**src/hdl/erx_settings.svh**
```systemverilog
`ifndef ERX_SETTINGS_SVH
`define ERX_SETTINGS_SVH

// ####################
// Receiver identity
// ####################

// Link id, compared with dstaddr[31:20]
`define ERX_ID 12'h800

// Region code of a read response, in dstaddr[19:16]
`define ERX_RR_TAG 4'hD

// ####################
// Sizing
// ####################

// Remap entries, indexed from dstaddr[31:28] downward
`define ERX_MMU_ENTRIES 16

// Emesh packet width
`define ERX_PW 104

`endif

```
**src/hdl/emesh_pkg.sv**
```systemverilog
`include "erx_settings.svh"

package emesh_pkg;

  // ####################
  // Packet fields
  // ####################

  // Decoded view, msb first
  // Bit 0 is a spare slot below the write flag
  typedef struct packed {
    // Return address for reads
    logic [31:0] srcaddr;
    // Write data or read-response data
    logic [31:0] data;
    // Target address, [31:20] is the link/core id
    logic [31:0] dstaddr;
    // Transaction qualifiers
    logic [3:0]  ctrlmode;
    // Transfer size code
    logic [1:0]  datamode;
    // High for writes and read responses
    logic        write;
    // Unused
    logic        spare;
  } emesh_fields_t;

  // ####################
  // Packet word
  // ####################

  // Same 104 bits, seen raw or as fields
  // Ports move the raw word, logic picks fields
  typedef union packed {
    logic [`ERX_PW-1:0] raw;
    emesh_fields_t      fields;
  } emesh_packet_u;

endpackage

```
**src/hdl/erx_pkg.sv**
```systemverilog
package erx_pkg;

  // ####################
  // Packet sources
  // ####################

  // One-cycle access strobe with its packet
  // Packet stays put while the source sees its wait high
  typedef struct packed {
    logic                    access;
    emesh_pkg::emesh_packet_u packet;
  } erx_src_t;

  // ####################
  // FIFO write ports
  // ####################

  // Taken by the FIFO when access is high and its wait is low
  typedef struct packed {
    logic                    access;
    emesh_pkg::emesh_packet_u packet;
  } erx_fifo_t;

  // ####################
  // Remap table writes
  // ####################

  // One entry per strobe
  typedef struct packed {
    logic        en;
    logic [3:0]  idx;
    logic        valid;
    logic [11:0] base;
  } erx_mmu_wr_t;

endpackage

```
**src/hdl/erx_disty.sv**
```systemverilog
`timescale 1ns/1ps

module erx_disty (
  // Stage outputs
  input  erx_pkg::erx_src_t  mmu_out,
  input  erx_pkg::erx_src_t  rr_out,
  // Local sources, combinational path
  input  erx_pkg::erx_src_t  dma_in,
  input  erx_pkg::erx_src_t  cfg_in,
  // FIFO back-pressure
  input  logic               wr_fifo_wait,
  input  logic               rd_fifo_wait,
  input  logic               rr_fifo_wait,
  // FIFO write ports
  output erx_pkg::erx_fifo_t wr_fifo,
  output erx_pkg::erx_fifo_t rd_fifo,
  output erx_pkg::erx_fifo_t rr_fifo,
  // Source waits
  output logic               link_rd_wait,
  output logic               link_wr_wait,
  output logic               dma_wait,
  output logic               cfg_wait
);

  logic mmu_write;
  logic mmu_read;

  // Split translated traffic by direction
  assign mmu_write = mmu_out.access & mmu_out.packet.fields.write;
  assign mmu_read  = mmu_out.access & ~mmu_out.packet.fields.write;

  // ####################
  // Write path
  // ####################

  // Translated writes only
  assign wr_fifo.access = mmu_write;
  assign wr_fifo.packet = mmu_out.packet;

  // ####################
  // Read path
  // ####################

  // Translated read first, DMA fills gaps
  assign rd_fifo.access = mmu_read | dma_in.access;
  assign rd_fifo.packet = mmu_read ? mmu_out.packet : dma_in.packet;

  // ####################
  // Read responses
  // ####################

  // rr_out already holds timeout over link priority
  assign rr_fifo.access = rr_out.access | cfg_in.access;
  assign rr_fifo.packet = rr_out.access ? rr_out.packet : cfg_in.packet;

  // ####################
  // Waits
  // ####################

  assign link_rd_wait = rd_fifo_wait;
  // Link writes may target either the write or response FIFO
  assign link_wr_wait = wr_fifo_wait | rr_fifo_wait;
  // DMA loses to a pending mmu read
  assign dma_wait     = mmu_read | rd_fifo_wait;
  // cfg loses to any response stage output
  assign cfg_wait     = rr_out.access | rr_fifo_wait;

endmodule

```
**src/hdl/erx_mmu.sv**
```systemverilog
`timescale 1ns/1ps

`include "erx_settings.svh"

module erx_mmu (
  input  logic                  clk,
  input  logic                  arst_n,
  // Mesh side packets to translate
  input  erx_pkg::erx_src_t     mmu_in,
  // Table write port
  input  erx_pkg::erx_mmu_wr_t  mmu_wr,
  // Target FIFO waits
  input  logic                  wr_fifo_wait,
  input  logic                  rd_fifo_wait,
  // Registered, translated packet
  output erx_pkg::erx_src_t     mmu_out
);

  // Index width follows the table size
  localparam int IW = $clog2(`ERX_MMU_ENTRIES);

  // ####################
  // Remap table
  // ####################

  logic [`ERX_MMU_ENTRIES-1:0] tbl_valid;
  logic [11:0]                 tbl_base [`ERX_MMU_ENTRIES];

  // Entry state, all invalid after reset
  always_ff @(posedge clk or negedge arst_n) begin
    if (!arst_n) begin
      tbl_valid <= '0;
    end else if (mmu_wr.en) begin
      tbl_valid[mmu_wr.idx[IW-1:0]] <= mmu_wr.valid;
    end
  end

  // Base values
  always_ff @(posedge clk) begin
    if (mmu_wr.en) begin
      tbl_base[mmu_wr.idx[IW-1:0]] <= mmu_wr.base;
    end
  end

  // ####################
  // Lookup
  // ####################

  logic [IW-1:0]            in_idx;
  emesh_pkg::emesh_packet_u xlat_pkt;

  // Top address bits pick the entry
  assign in_idx = mmu_in.packet.fields.dstaddr[31 -: IW];

  always_comb begin
    xlat_pkt = mmu_in.packet;
    // Valid entry swaps the id field, else identity
    if (tbl_valid[in_idx]) begin
      xlat_pkt.fields.dstaddr[31:20] = tbl_base[in_idx];
    end
  end

  // ####################
  // Stage register
  // ####################

  logic                     stage_access;
  emesh_pkg::emesh_packet_u stage_pkt;
  logic                     stage_hold;
  logic                     in_wait;

  // Held packet waits on the FIFO its write flag selects
  assign stage_hold = stage_access &
                      (stage_pkt.fields.write ? wr_fifo_wait : rd_fifo_wait);

  // Incoming packet is only taken if its own FIFO is free
  assign in_wait = mmu_in.packet.fields.write ? wr_fifo_wait : rd_fifo_wait;

  // Access strobe
  always_ff @(posedge clk or negedge arst_n) begin
    if (!arst_n) begin
      stage_access <= 1'b0;
    end else if (!stage_hold) begin
      stage_access <= mmu_in.access & ~in_wait;
    end
  end

  // Payload, no reset
  always_ff @(posedge clk) begin
    if (!stage_hold && mmu_in.access && !in_wait) begin
      stage_pkt <= xlat_pkt;
    end
  end

  assign mmu_out.access = stage_access;
  assign mmu_out.packet = stage_pkt;

endmodule

```
**src/hdl/erx_rr_path.sv**
```systemverilog
`timescale 1ns/1ps

`include "erx_settings.svh"

module erx_rr_path (
  input  logic              clk,
  input  logic              arst_n,
  // Raw link traffic, bypasses translation
  input  erx_pkg::erx_src_t link_in,
  // Timeout strobe from the read timer
  input  logic              timeout,
  input  logic              rr_fifo_wait,
  // Registered read response, timeout merged in
  output erx_pkg::erx_src_t rr_out
);

  // ####################
  // Response detect
  // ####################

  logic link_rr;

  // Write to our id in the read-response region
  assign link_rr = link_in.access &
                   link_in.packet.fields.write &
                   (link_in.packet.fields.dstaddr[31:20] == `ERX_ID) &
                   (link_in.packet.fields.dstaddr[19:16] == `ERX_RR_TAG);

  // ####################
  // Timeout response
  // ####################

  emesh_pkg::emesh_packet_u tmo_pkt;

  always_comb begin
    tmo_pkt                 = '0;
    tmo_pkt.fields.write    = 1'b1;
    tmo_pkt.fields.datamode = 2'b01;
    // Own id, region F, zero offset
    tmo_pkt.fields.dstaddr  = {`ERX_ID, 4'hF, 16'h0000};
    // Marker value for a lost read
    tmo_pkt.fields.data     = 32'hDEADBEEF;
  end

  // ####################
  // Stage register
  // ####################

  logic                     rr_access;
  emesh_pkg::emesh_packet_u rr_pkt;

  // Nothing moves while the response FIFO waits
  always_ff @(posedge clk or negedge arst_n) begin
    if (!arst_n) begin
      rr_access <= 1'b0;
    end else if (!rr_fifo_wait) begin
      rr_access <= timeout | link_rr;
    end
  end

  // Timeout wins a same-cycle tie
  always_ff @(posedge clk) begin
    if (!rr_fifo_wait) begin
      if (timeout) begin
        rr_pkt <= tmo_pkt;
      end else if (link_rr) begin
        rr_pkt <= link_in.packet;
      end
    end
  end

  assign rr_out.access = rr_access;
  assign rr_out.packet = rr_pkt;

endmodule

```
**src/hdl/erx_top.sv**
```systemverilog
`timescale 1ns/1ps

module erx_top (
  input  logic                 clk,
  input  logic                 arst_n,
  // Packet sources
  input  erx_pkg::erx_src_t    link_in,
  input  erx_pkg::erx_src_t    mmu_in,
  input  erx_pkg::erx_src_t    dma_in,
  input  erx_pkg::erx_src_t    cfg_in,
  // Read timer strobe
  input  logic                 timeout,
  // Remap table writes
  input  erx_pkg::erx_mmu_wr_t mmu_wr,
  // FIFO back-pressure
  input  logic                 wr_fifo_wait,
  input  logic                 rd_fifo_wait,
  input  logic                 rr_fifo_wait,
  // FIFO write ports
  output erx_pkg::erx_fifo_t   wr_fifo,
  output erx_pkg::erx_fifo_t   rd_fifo,
  output erx_pkg::erx_fifo_t   rr_fifo,
  // Source waits
  output logic                 link_rd_wait,
  output logic                 link_wr_wait,
  output logic                 dma_wait,
  output logic                 cfg_wait
);

  // Stage outputs into the distributor
  erx_pkg::erx_src_t mmu_out;
  erx_pkg::erx_src_t rr_out;

  // ####################
  // Address translation
  // ####################

  erx_mmu i_erx_mmu (
    .clk          (clk),
    .arst_n       (arst_n),
    .mmu_in       (mmu_in),
    .mmu_wr       (mmu_wr),
    .wr_fifo_wait (wr_fifo_wait),
    .rd_fifo_wait (rd_fifo_wait),
    .mmu_out      (mmu_out)
  );

  // ####################
  // Read-response bypass
  // ####################

  erx_rr_path i_erx_rr_path (
    .clk          (clk),
    .arst_n       (arst_n),
    .link_in      (link_in),
    .timeout      (timeout),
    .rr_fifo_wait (rr_fifo_wait),
    .rr_out       (rr_out)
  );

  // ####################
  // Distribution
  // ####################

  erx_disty i_erx_disty (
    .mmu_out      (mmu_out),
    .rr_out       (rr_out),
    .dma_in       (dma_in),
    .cfg_in       (cfg_in),
    .wr_fifo_wait (wr_fifo_wait),
    .rd_fifo_wait (rd_fifo_wait),
    .rr_fifo_wait (rr_fifo_wait),
    .wr_fifo      (wr_fifo),
    .rd_fifo      (rd_fifo),
    .rr_fifo      (rr_fifo),
    .link_rd_wait (link_rd_wait),
    .link_wr_wait (link_wr_wait),
    .dma_wait     (dma_wait),
    .cfg_wait     (cfg_wait)
  );

endmodule

```
**config.mk**
```make
export PLATFORM = sky130hd
export DESIGN_NAME = erx_top
export DESIGN_NICKNAME = d
export VERILOG_FILES = /design/src/hdl/emesh_pkg.sv /design/src/hdl/erx_pkg.sv /design/src/hdl/erx_disty.sv /design/src/hdl/erx_mmu.sv /design/src/hdl/erx_rr_path.sv /design/src/hdl/erx_top.sv
export VERILOG_INCLUDE_DIRS = /design/src /design/src/hdl
export SDC_FILE = /design/constraint.sdc
export NUM_CORES = 1
export LEC_CHECK = 0
export BUFFER_PORTS_ARGS = -buffer_cell sky130_fd_sc_hd__clkbuf_2
export CAP_MARGIN = 15
export CORE_AREA = 2 2 295 297
export CTS_CLUSTER_SIZE = 25
export DETAILED_ROUTE_END_ITERATION = 12
export DIE_AREA = 0 0 297 299
export HOLD_SLACK_MARGIN = 0.1
export PLACE_DENSITY_LB_ADDON = 0.3
export SLEW_MARGIN = 20
export SYNTH_ARGS = -nofsm -noshare
export SYNTH_HDL_FRONTEND = slang
export SYNTH_SLANG_ARGS = --single-unit
```
**constraint.sdc**
```tcl
create_clock -name clk -period 7.5 [get_ports clk]
set_clock_uncertainty 0.2 [all_clocks]
set_input_delay 0.75 -clock clk [delete_from_list [all_inputs] [get_ports clk]]
set_output_delay 0.75 -clock clk [all_outputs]
set_load 0.03 [all_outputs]
```
==> results_dict.tcl, run 1 <==
set metrics [dict create \
    syn_avg_cell_area_sq_um 18.6 \
    grt_pass1_wl_um 118000 \
    route.detailed.wl_per_inst_um 30.0 \
    hold_viol 0 \
    p_int_mw 4.57 \
    via_per_inst 4.20 \
    nets 2263 \
    syn_nets 1402 \
    rsz0062_at_grt "no" \
    ys_seq_elements 418 \
    grt_overflow 0 \
    root_buffer "clkbuf_16" \
    rows 108 \
    cts_tree "built" \
    ys_seq_area_share_pct 70.0 \
    whs_path_depth 1 \
    async_reset_ff_share_pct 4.31 \
    sw_frac_of_total_pct 28.9 \
    synth_top_area_share_pct 67.4 \
    end_kind "output port" \
    ctsHtreeMaxLevel 2 \
    pwr-share-comb_pct 17.9 \
    ctsLongestPathBuffers 3 \
    reg2reg_setup_slack_ns 4.70 \
    vdd_drop_max_uv 197 \
    route.detailed.drc 0 \
    firstDrtPassIters 5 \
    fp.coreArea_sq_um 85900 \
    grt.total_usage_pct 19.7 \
    initial_core_util_pct 20.7 \
    clock_latency_ns 0.63 \
    pwr-share-clk_pct 39.0 \
    yosysMostFrequentCell "edfxtp_1" \
    die-area_sq_um 88800 \
    max_slew_margin_pct 25.4 \
    r2r_start "i_erx_mmu.stage_pkt[1]$_DFFE_PP_" \
    ys_top_cells_by_count "edfxtp_1 (400), mux2_2 (222), nor2b_1 (77)" \
    cap_viol_max_count 0 \
    crit_required_ns 6.55 \
    tightest_slew_ns 1.12 \
    timing.rr.end "i_erx_mmu.stage_pkt[46]$_DFFE_PP_" \
    grt_pass1_vias 12900 \
    slew_violations 0 \
    total_power_mw 6.43 \
    routabilityCongestion 0.969 \
    dp_hpwl_um 72100 \
    p_per_area_nw_per_um2 251 \
    crit_type "reg -> out" \
    cts_resized 0 \
    dr_total_vias 12700 \
    status "finished, final reports clean" \
    p_leak_nw 10.0 \
    seqPwrFrac_pct 43.1 \
    die_h_um 299 \
    drive_above_1_share_pct 64.2 \
    p_sw_mw 1.85 \
    die_w_um 297 \
    area_growth_pct 43.8 \
    synth_cell_type_count 32 \
    grt_max_degree 85 \
    r2r_cells 3 \
    drt_iter0_drc 1097 \
    setup_viol 0 \
    netlist_area_sq_um 17800 \
    tns_ns 0 \
    synthCells 958 \
    synth_top_area_cell "edfxtp_1" \
    hold_path.class "in -> reg" \
    crit_fanout 48 \
    grt_antenna_before_repair 29 \
    final_antenna_net_count 0 \
    cts_inserted_buffers 51 \
    cts_sinks 418 \
    synthTopCellsByArea "edfxtp_1 (67%), mux2_2 (14%), mux4_2 (6.8%), nor2b_1 (2.7%), dfrtp_1 (2.5%)" \
    synth_warnings 0 \
    synth_ff_type "edfxtp_1" \
    cp-start-kind "register" \
    path_clk_slew_ns 0.06 \
    synth_edf_count 400 \
    timing.final.crit_share_pct 54.6 \
    drt-total-wl_um 90800 \
    ioPinCount 763 \
    hold_path_end "i_erx_mmu.stage_pkt[51]$_DFFE_PP_" \
    cp.arrival_ns 3.15 \
    final_core_util_pct 29.8 \
    min_from "mmu_in[51]" \
    io_buffers 762 \
    fmax_ghz 0.244 \
    min_period_ns 4.10 \
]
-- metal layers --
metal  part of all wire [%]  vias up  track usage, %
li1                       -     5507               -
met1                     42     6537            25.2
met2                     43      577            28.9
met3                     13       91            11.2
met4                    2.1       14            4.37
met5                  0.089        -               0
-- kinds of logic after synthesis --
group	Yosys count	synth area share [%]
buffers and inverters	57	1.39
multiplexers	298	22.4
AO/OA/AOI/OAI	25	1.03
flip-flops	418	70.0
AND/OR/NAND/NOR	160	5.25
-- timing repair --
item,4_1_cts,5_1_grt
hold endpoints to repair,98,0
hold buffers,81,0
setup buffers,0,0
-- critical path, cell delays in order, from the launching register on --
cell      delay (ns)
edfxtp_1        0.48
nor2b_4         0.60
buf_4           0.73
mux2_2          0.44
clkbuf_2        0.20
-- metrics by stage --
step                      hold slack [ns]  setup WS, ns  instance area [sq um]  cells
final                               0.150          3.40                  25600   3027
after detailed placement            0.293          3.56                  23100   2840
after global placement              0.286          3.55                  23100   2840
after global routing                0.123          3.28                  25600   3019
after floorplan                     0.254         0.627                  17800    958
after CTS                           0.102          3.31                  25600   3015
-- state kept, by name, summed over array words and instances (netlist names) --
register	count
i_erx_mmu.stage_pkt	104
i_erx_rr_path.rr_access	1
i_erx_mmu.tbl_base	192
i_erx_mmu.stage_access	1
i_erx_mmu.tbl_valid	16
i_erx_rr_path.rr_pkt	104
-- cell type report --
| cell class | instances | area (sq um) |
|---|---|---|
| diodes | 12 | 30.0 |
| clock buffers | 64 | 1350 |
| clock inverters | 30 | 339 |
| fillers | 8829 | 60300 |
| inverters | 1 | 3.75 |
| multi-input cells | 483 | 5190 |
| flip-flops and latches | 418 | 12500 |
| well taps | 1155 | 1450 |
| repair buffers | 864 | 4800 |
-- worst max path at each step --
stage / startpoint / endpoint / depth (start not counted)
floorplan: wr_fifo_wait / i_erx_mmu.stage_pkt[0]$_DFFE_PP_ / 2
finish: i_erx_mmu.stage_pkt[1]$_DFFE_PP_ / rd_fifo[26] / 4
detailed placement: link_in[34] / i_erx_rr_path.rr_pkt[41]$_SDFFCE_PP1P_ / 7
CTS: i_erx_mmu.stage_pkt[1]$_DFFE_PP_ / rd_fifo[26] / 4
global route: i_erx_mmu.stage_access$_DFFE_PN0N_ / rd_fifo[49] / 4
global placement: link_in[34] / i_erx_rr_path.rr_pkt[24]$_SDFFCE_PP1P_ / 7
-- power groups by stage --
stage | clock, mW | combinational, mW | sequential [mW]
floorplan | 0 | 0.605 | 2.84
global placement | 0 | 1.12 | 2.82
detailed placement | 0 | 1.12 | 2.82
CTS | 2.57 | 1.17 | 2.77
global route | 2.66 | 1.21 | 2.78
finish | 2.50 | 1.15 | 2.77
-- cell usage in the layout, fill, tap and decap left out, types with 2 or more instances in the layout --
master	instances
clkinv_16	2
mux2_1	5
nand2b_1	2
clkinvlp_4	3
nor2_2	7
bufinv_16	5
clkbuf_16	51
mux2_4	9
clkinv_2	7
diode_2	12
mux4_2	54
nor2b_1	76
mux2i_1	7
a22oi_1	20
nor3_1	5
nor2_4	6
mux2_2	222
or2_2	36
nand2_1	14
clkinv_1	10
and2_1	2
buf_4	22
nor2_1	2
dlygate4sd3_1	81
edfxtp_1	400
dfrtp_1	17
inv_6	2
clkbuf_2	759
clkbuf_8	2
clkbuf_1	11
nand3b_1	3
Note: power is estimated with default switching activity, not from simulation.
==> run 2: changes to the inputs <==
--- a/config.mk
+++ b/config.mk
@@ -8,10 +8,10 @@
 export LEC_CHECK = 0
 export BUFFER_PORTS_ARGS = -buffer_cell sky130_fd_sc_hd__clkbuf_2
 export CAP_MARGIN = 15
-export CORE_AREA = 2 2 295 297
+export CORE_AREA = 2 2 294 296
 export CTS_CLUSTER_SIZE = 25
 export DETAILED_ROUTE_END_ITERATION = 12
-export DIE_AREA = 0 0 297 299
+export DIE_AREA = 0 0 296 298
 export HOLD_SLACK_MARGIN = 0.1
 export PLACE_DENSITY_LB_ADDON = 0.3
 export SLEW_MARGIN = 20
==> constraint.sdc (replaced) <==
create_clock -name clk -period 3.75 [get_ports clk]
set_clock_uncertainty 0.2 [all_clocks]
set_input_delay 0.375 -clock clk [delete_from_list [all_inputs] [get_ports clk]]
set_output_delay 0.375 -clock clk [all_outputs]
set_load 0.03 [all_outputs]
==> run 2 against run 1 <==
Compared with the run above:
- total power up 100%
- first-iteration DRC count up 0.36%
- clock power up 100%
- critical path depth unchanged
- hold slack worse by 0.034 ns
- combinational power up 120%
- sequential share of layout area down 3.0 points
- critical path type unchanged
- largest cell class unchanged
- largest power group unchanged
==> results_dict.tcl, run 2 (same netlist as run 1, synthesis figures left out) <==
set metrics [dict create \
    status "finished, final reports clean" \
    initial_core_util_pct 21.0 \
    hold_viol 0 \
    slew_violations 0 \
    hold_path.class "in -> async" \
    ctsLongestPathBuffers 3 \
    grtUsageMet1_pct 25.7 \
    ctsHtreeMaxLevel 2 \
    tightest_slew_ns 0.948 \
    cts_inserted_buffers 52 \
    timing.final.crit_share_pct 79.5 \
    dpl_cell_area_sq_um 23200 \
    rsz0062_at_grt "no" \
    layout_common_cells "clkbuf_2 (760), edfxtp_1 (400), dlygate4sd3_1 (235)" \
    route.detailed.drc 0 \
    grt_busiest_layer "met2" \
    routabilityCongestion 1.00 \
    max_slew_margin_pct 36.8 \
    vdd_drop_max_uv 391 \
    stdcell_area_sq_um 27300 \
    die-area_sq_um 88200 \
    firstDrtPassIters 5 \
    drt_iter0_drc 1101 \
    fp.coreArea_sq_um 84900 \
    cts_sinks 418 \
    rows 107 \
    dp_hpwl_um 77400 \
    globalRouteMet2Util_pct 30.7 \
    grt_pass1_wl_um 124000 \
    drt-total-wl_um 97200 \
    path_clk_slew_ns 0.06 \
    cts_tree "built" \
    grt.total_usage_pct 21.1 \
    cp.arrival_ns 2.41 \
    layout_setup_ws_ns 0.768 \
    grt_pass1_vias 14000 \
    p_per_area_nw_per_um2 478 \
    nets 2430 \
    min_period_ns 2.98 \
    route.detailed.wl_per_inst_um 30.4 \
    grt_overflow 0 \
    fmax_ghz 0.335 \
    final_common_cell "clkbuf_2" \
    grt_antenna_before_repair 31 \
    use_met3_pct 12.5 \
    die_w_um 296 \
    tns_ns 0 \
    clock_latency_ns 0.62 \
    crit_fanout 83 \
    crit_required_ns 3.17 \
    end_kind "output port" \
    dr_total_vias 13600 \
    crit_type "reg -> out" \
    root_buffer "clkbuf_16" \
    dp_slack_ns 0.817 \
    io_buffers 762 \
    cap_viol_max_count 0 \
    grt_max_degree 84 \
    area_growth_pct 53.3 \
    p_leak_nw 10.8 \
    die_h_um 298 \
    post-cts-setup-buffers 0 \
    final_antenna_net_count 0 \
    cts_resized 0 \
    setup_viol 0 \
    final_core_util_pct 32.2 \
    drive_above_1_share_pct 59.3 \
    via_per_inst 4.25 \
    ioPinCount 763 \
    cp-start-kind "register" \
    largest_reg_flops 192 \
]
==> run 2: cell count changes in the layout (fill, tap and decap cells not counted), sizes merged <==
cell	delta
buf	+11
clkbuf	+2
clkinv	+1
diode	+15
dlygate4sd3	+154
inv	-1
==> run 2: repair_timing <==
action                                  4_1_cts  5_1_grt
endpoints found under the hold margin       435        0
hold buffers                                235        0
endpoints found under the setup margin        0        0
==> run 2: path summary, 6_finish.rpt <==
path                                                      from                                    end  slack [ns]  cells past startpoint
setup / recovery            i_erx_mmu.stage_access$_DFFE_PN0N_                            rd_fifo[25]        0.77                      4
min in group clk                                       timeout  i_erx_rr_path.rr_pkt[8]$_SDFFCE_PP0P_        0.14                      2
hold / removal                                          arst_n    i_erx_mmu.tbl_valid[13]$_DFFE_PN0P_        0.12                      2
setup reg to reg              i_erx_mmu.stage_pkt[1]$_DFFE_PP_      i_erx_mmu.stage_pkt[76]$_DFFE_PP_        1.39                      3
max in group asynchronous                               arst_n    i_erx_rr_path.rr_access$_DFFE_PN0N_        2.70                      2
hold reg to reg            i_erx_mmu.tbl_valid[11]$_DFFE_PN0P_    i_erx_mmu.tbl_valid[11]$_DFFE_PN0P_        0.31                      1
==> run 2: worst max-delay path: stages (launching register included) <==
cell and delay (ns):
dfrtp_1 0.43, nor2b_4 0.21, buf_12 0.40, mux2_2 0.43, clkbuf_2 0.20
==> run 2: cell type report <==
class	count	area [sq um]
Inverter	1	3.75
Timing Repair Buffer	1030	6470
Sequential cell	418	12500
Clock buffer	65	1350
Multi-Input combinational cell	483	5180
Clock inverter	30	343
Fill cell	8585	57600
Tap cell	1144	1430
Antenna cell	27	67.6
==> run 2: stage by stage <==
stage | hold WS [ns] | cells | power [mW]
2_1_floorplan | -0.121 | 958 | 6.87
3_3_place_gp | 0.246 | 2841 | 7.93
3_5_place_dp | 0.252 | 2841 | 7.93
4_1_cts | 0.102 | 3171 | 13.2
5_1_grt | 0.149 | 3177 | 13.5
6_report | 0.116 | 3198 | 13.1
==> run 2: metal layers <==
layer	part of all wire (%)	up-vias
li1	-	5853
met1	39	6932
met2	42	673
met3	15	123
met4	3.8	12
met5	0.087	-
==> run 2: power by group <==
group,total [mW],switching (mW),internal [mW]
Sequential,5.53,0.147,5.38
Combinational,2.53,1.55,0.971
Clock,5.00,2.09,2.91
Total,13.1,3.79,9.26
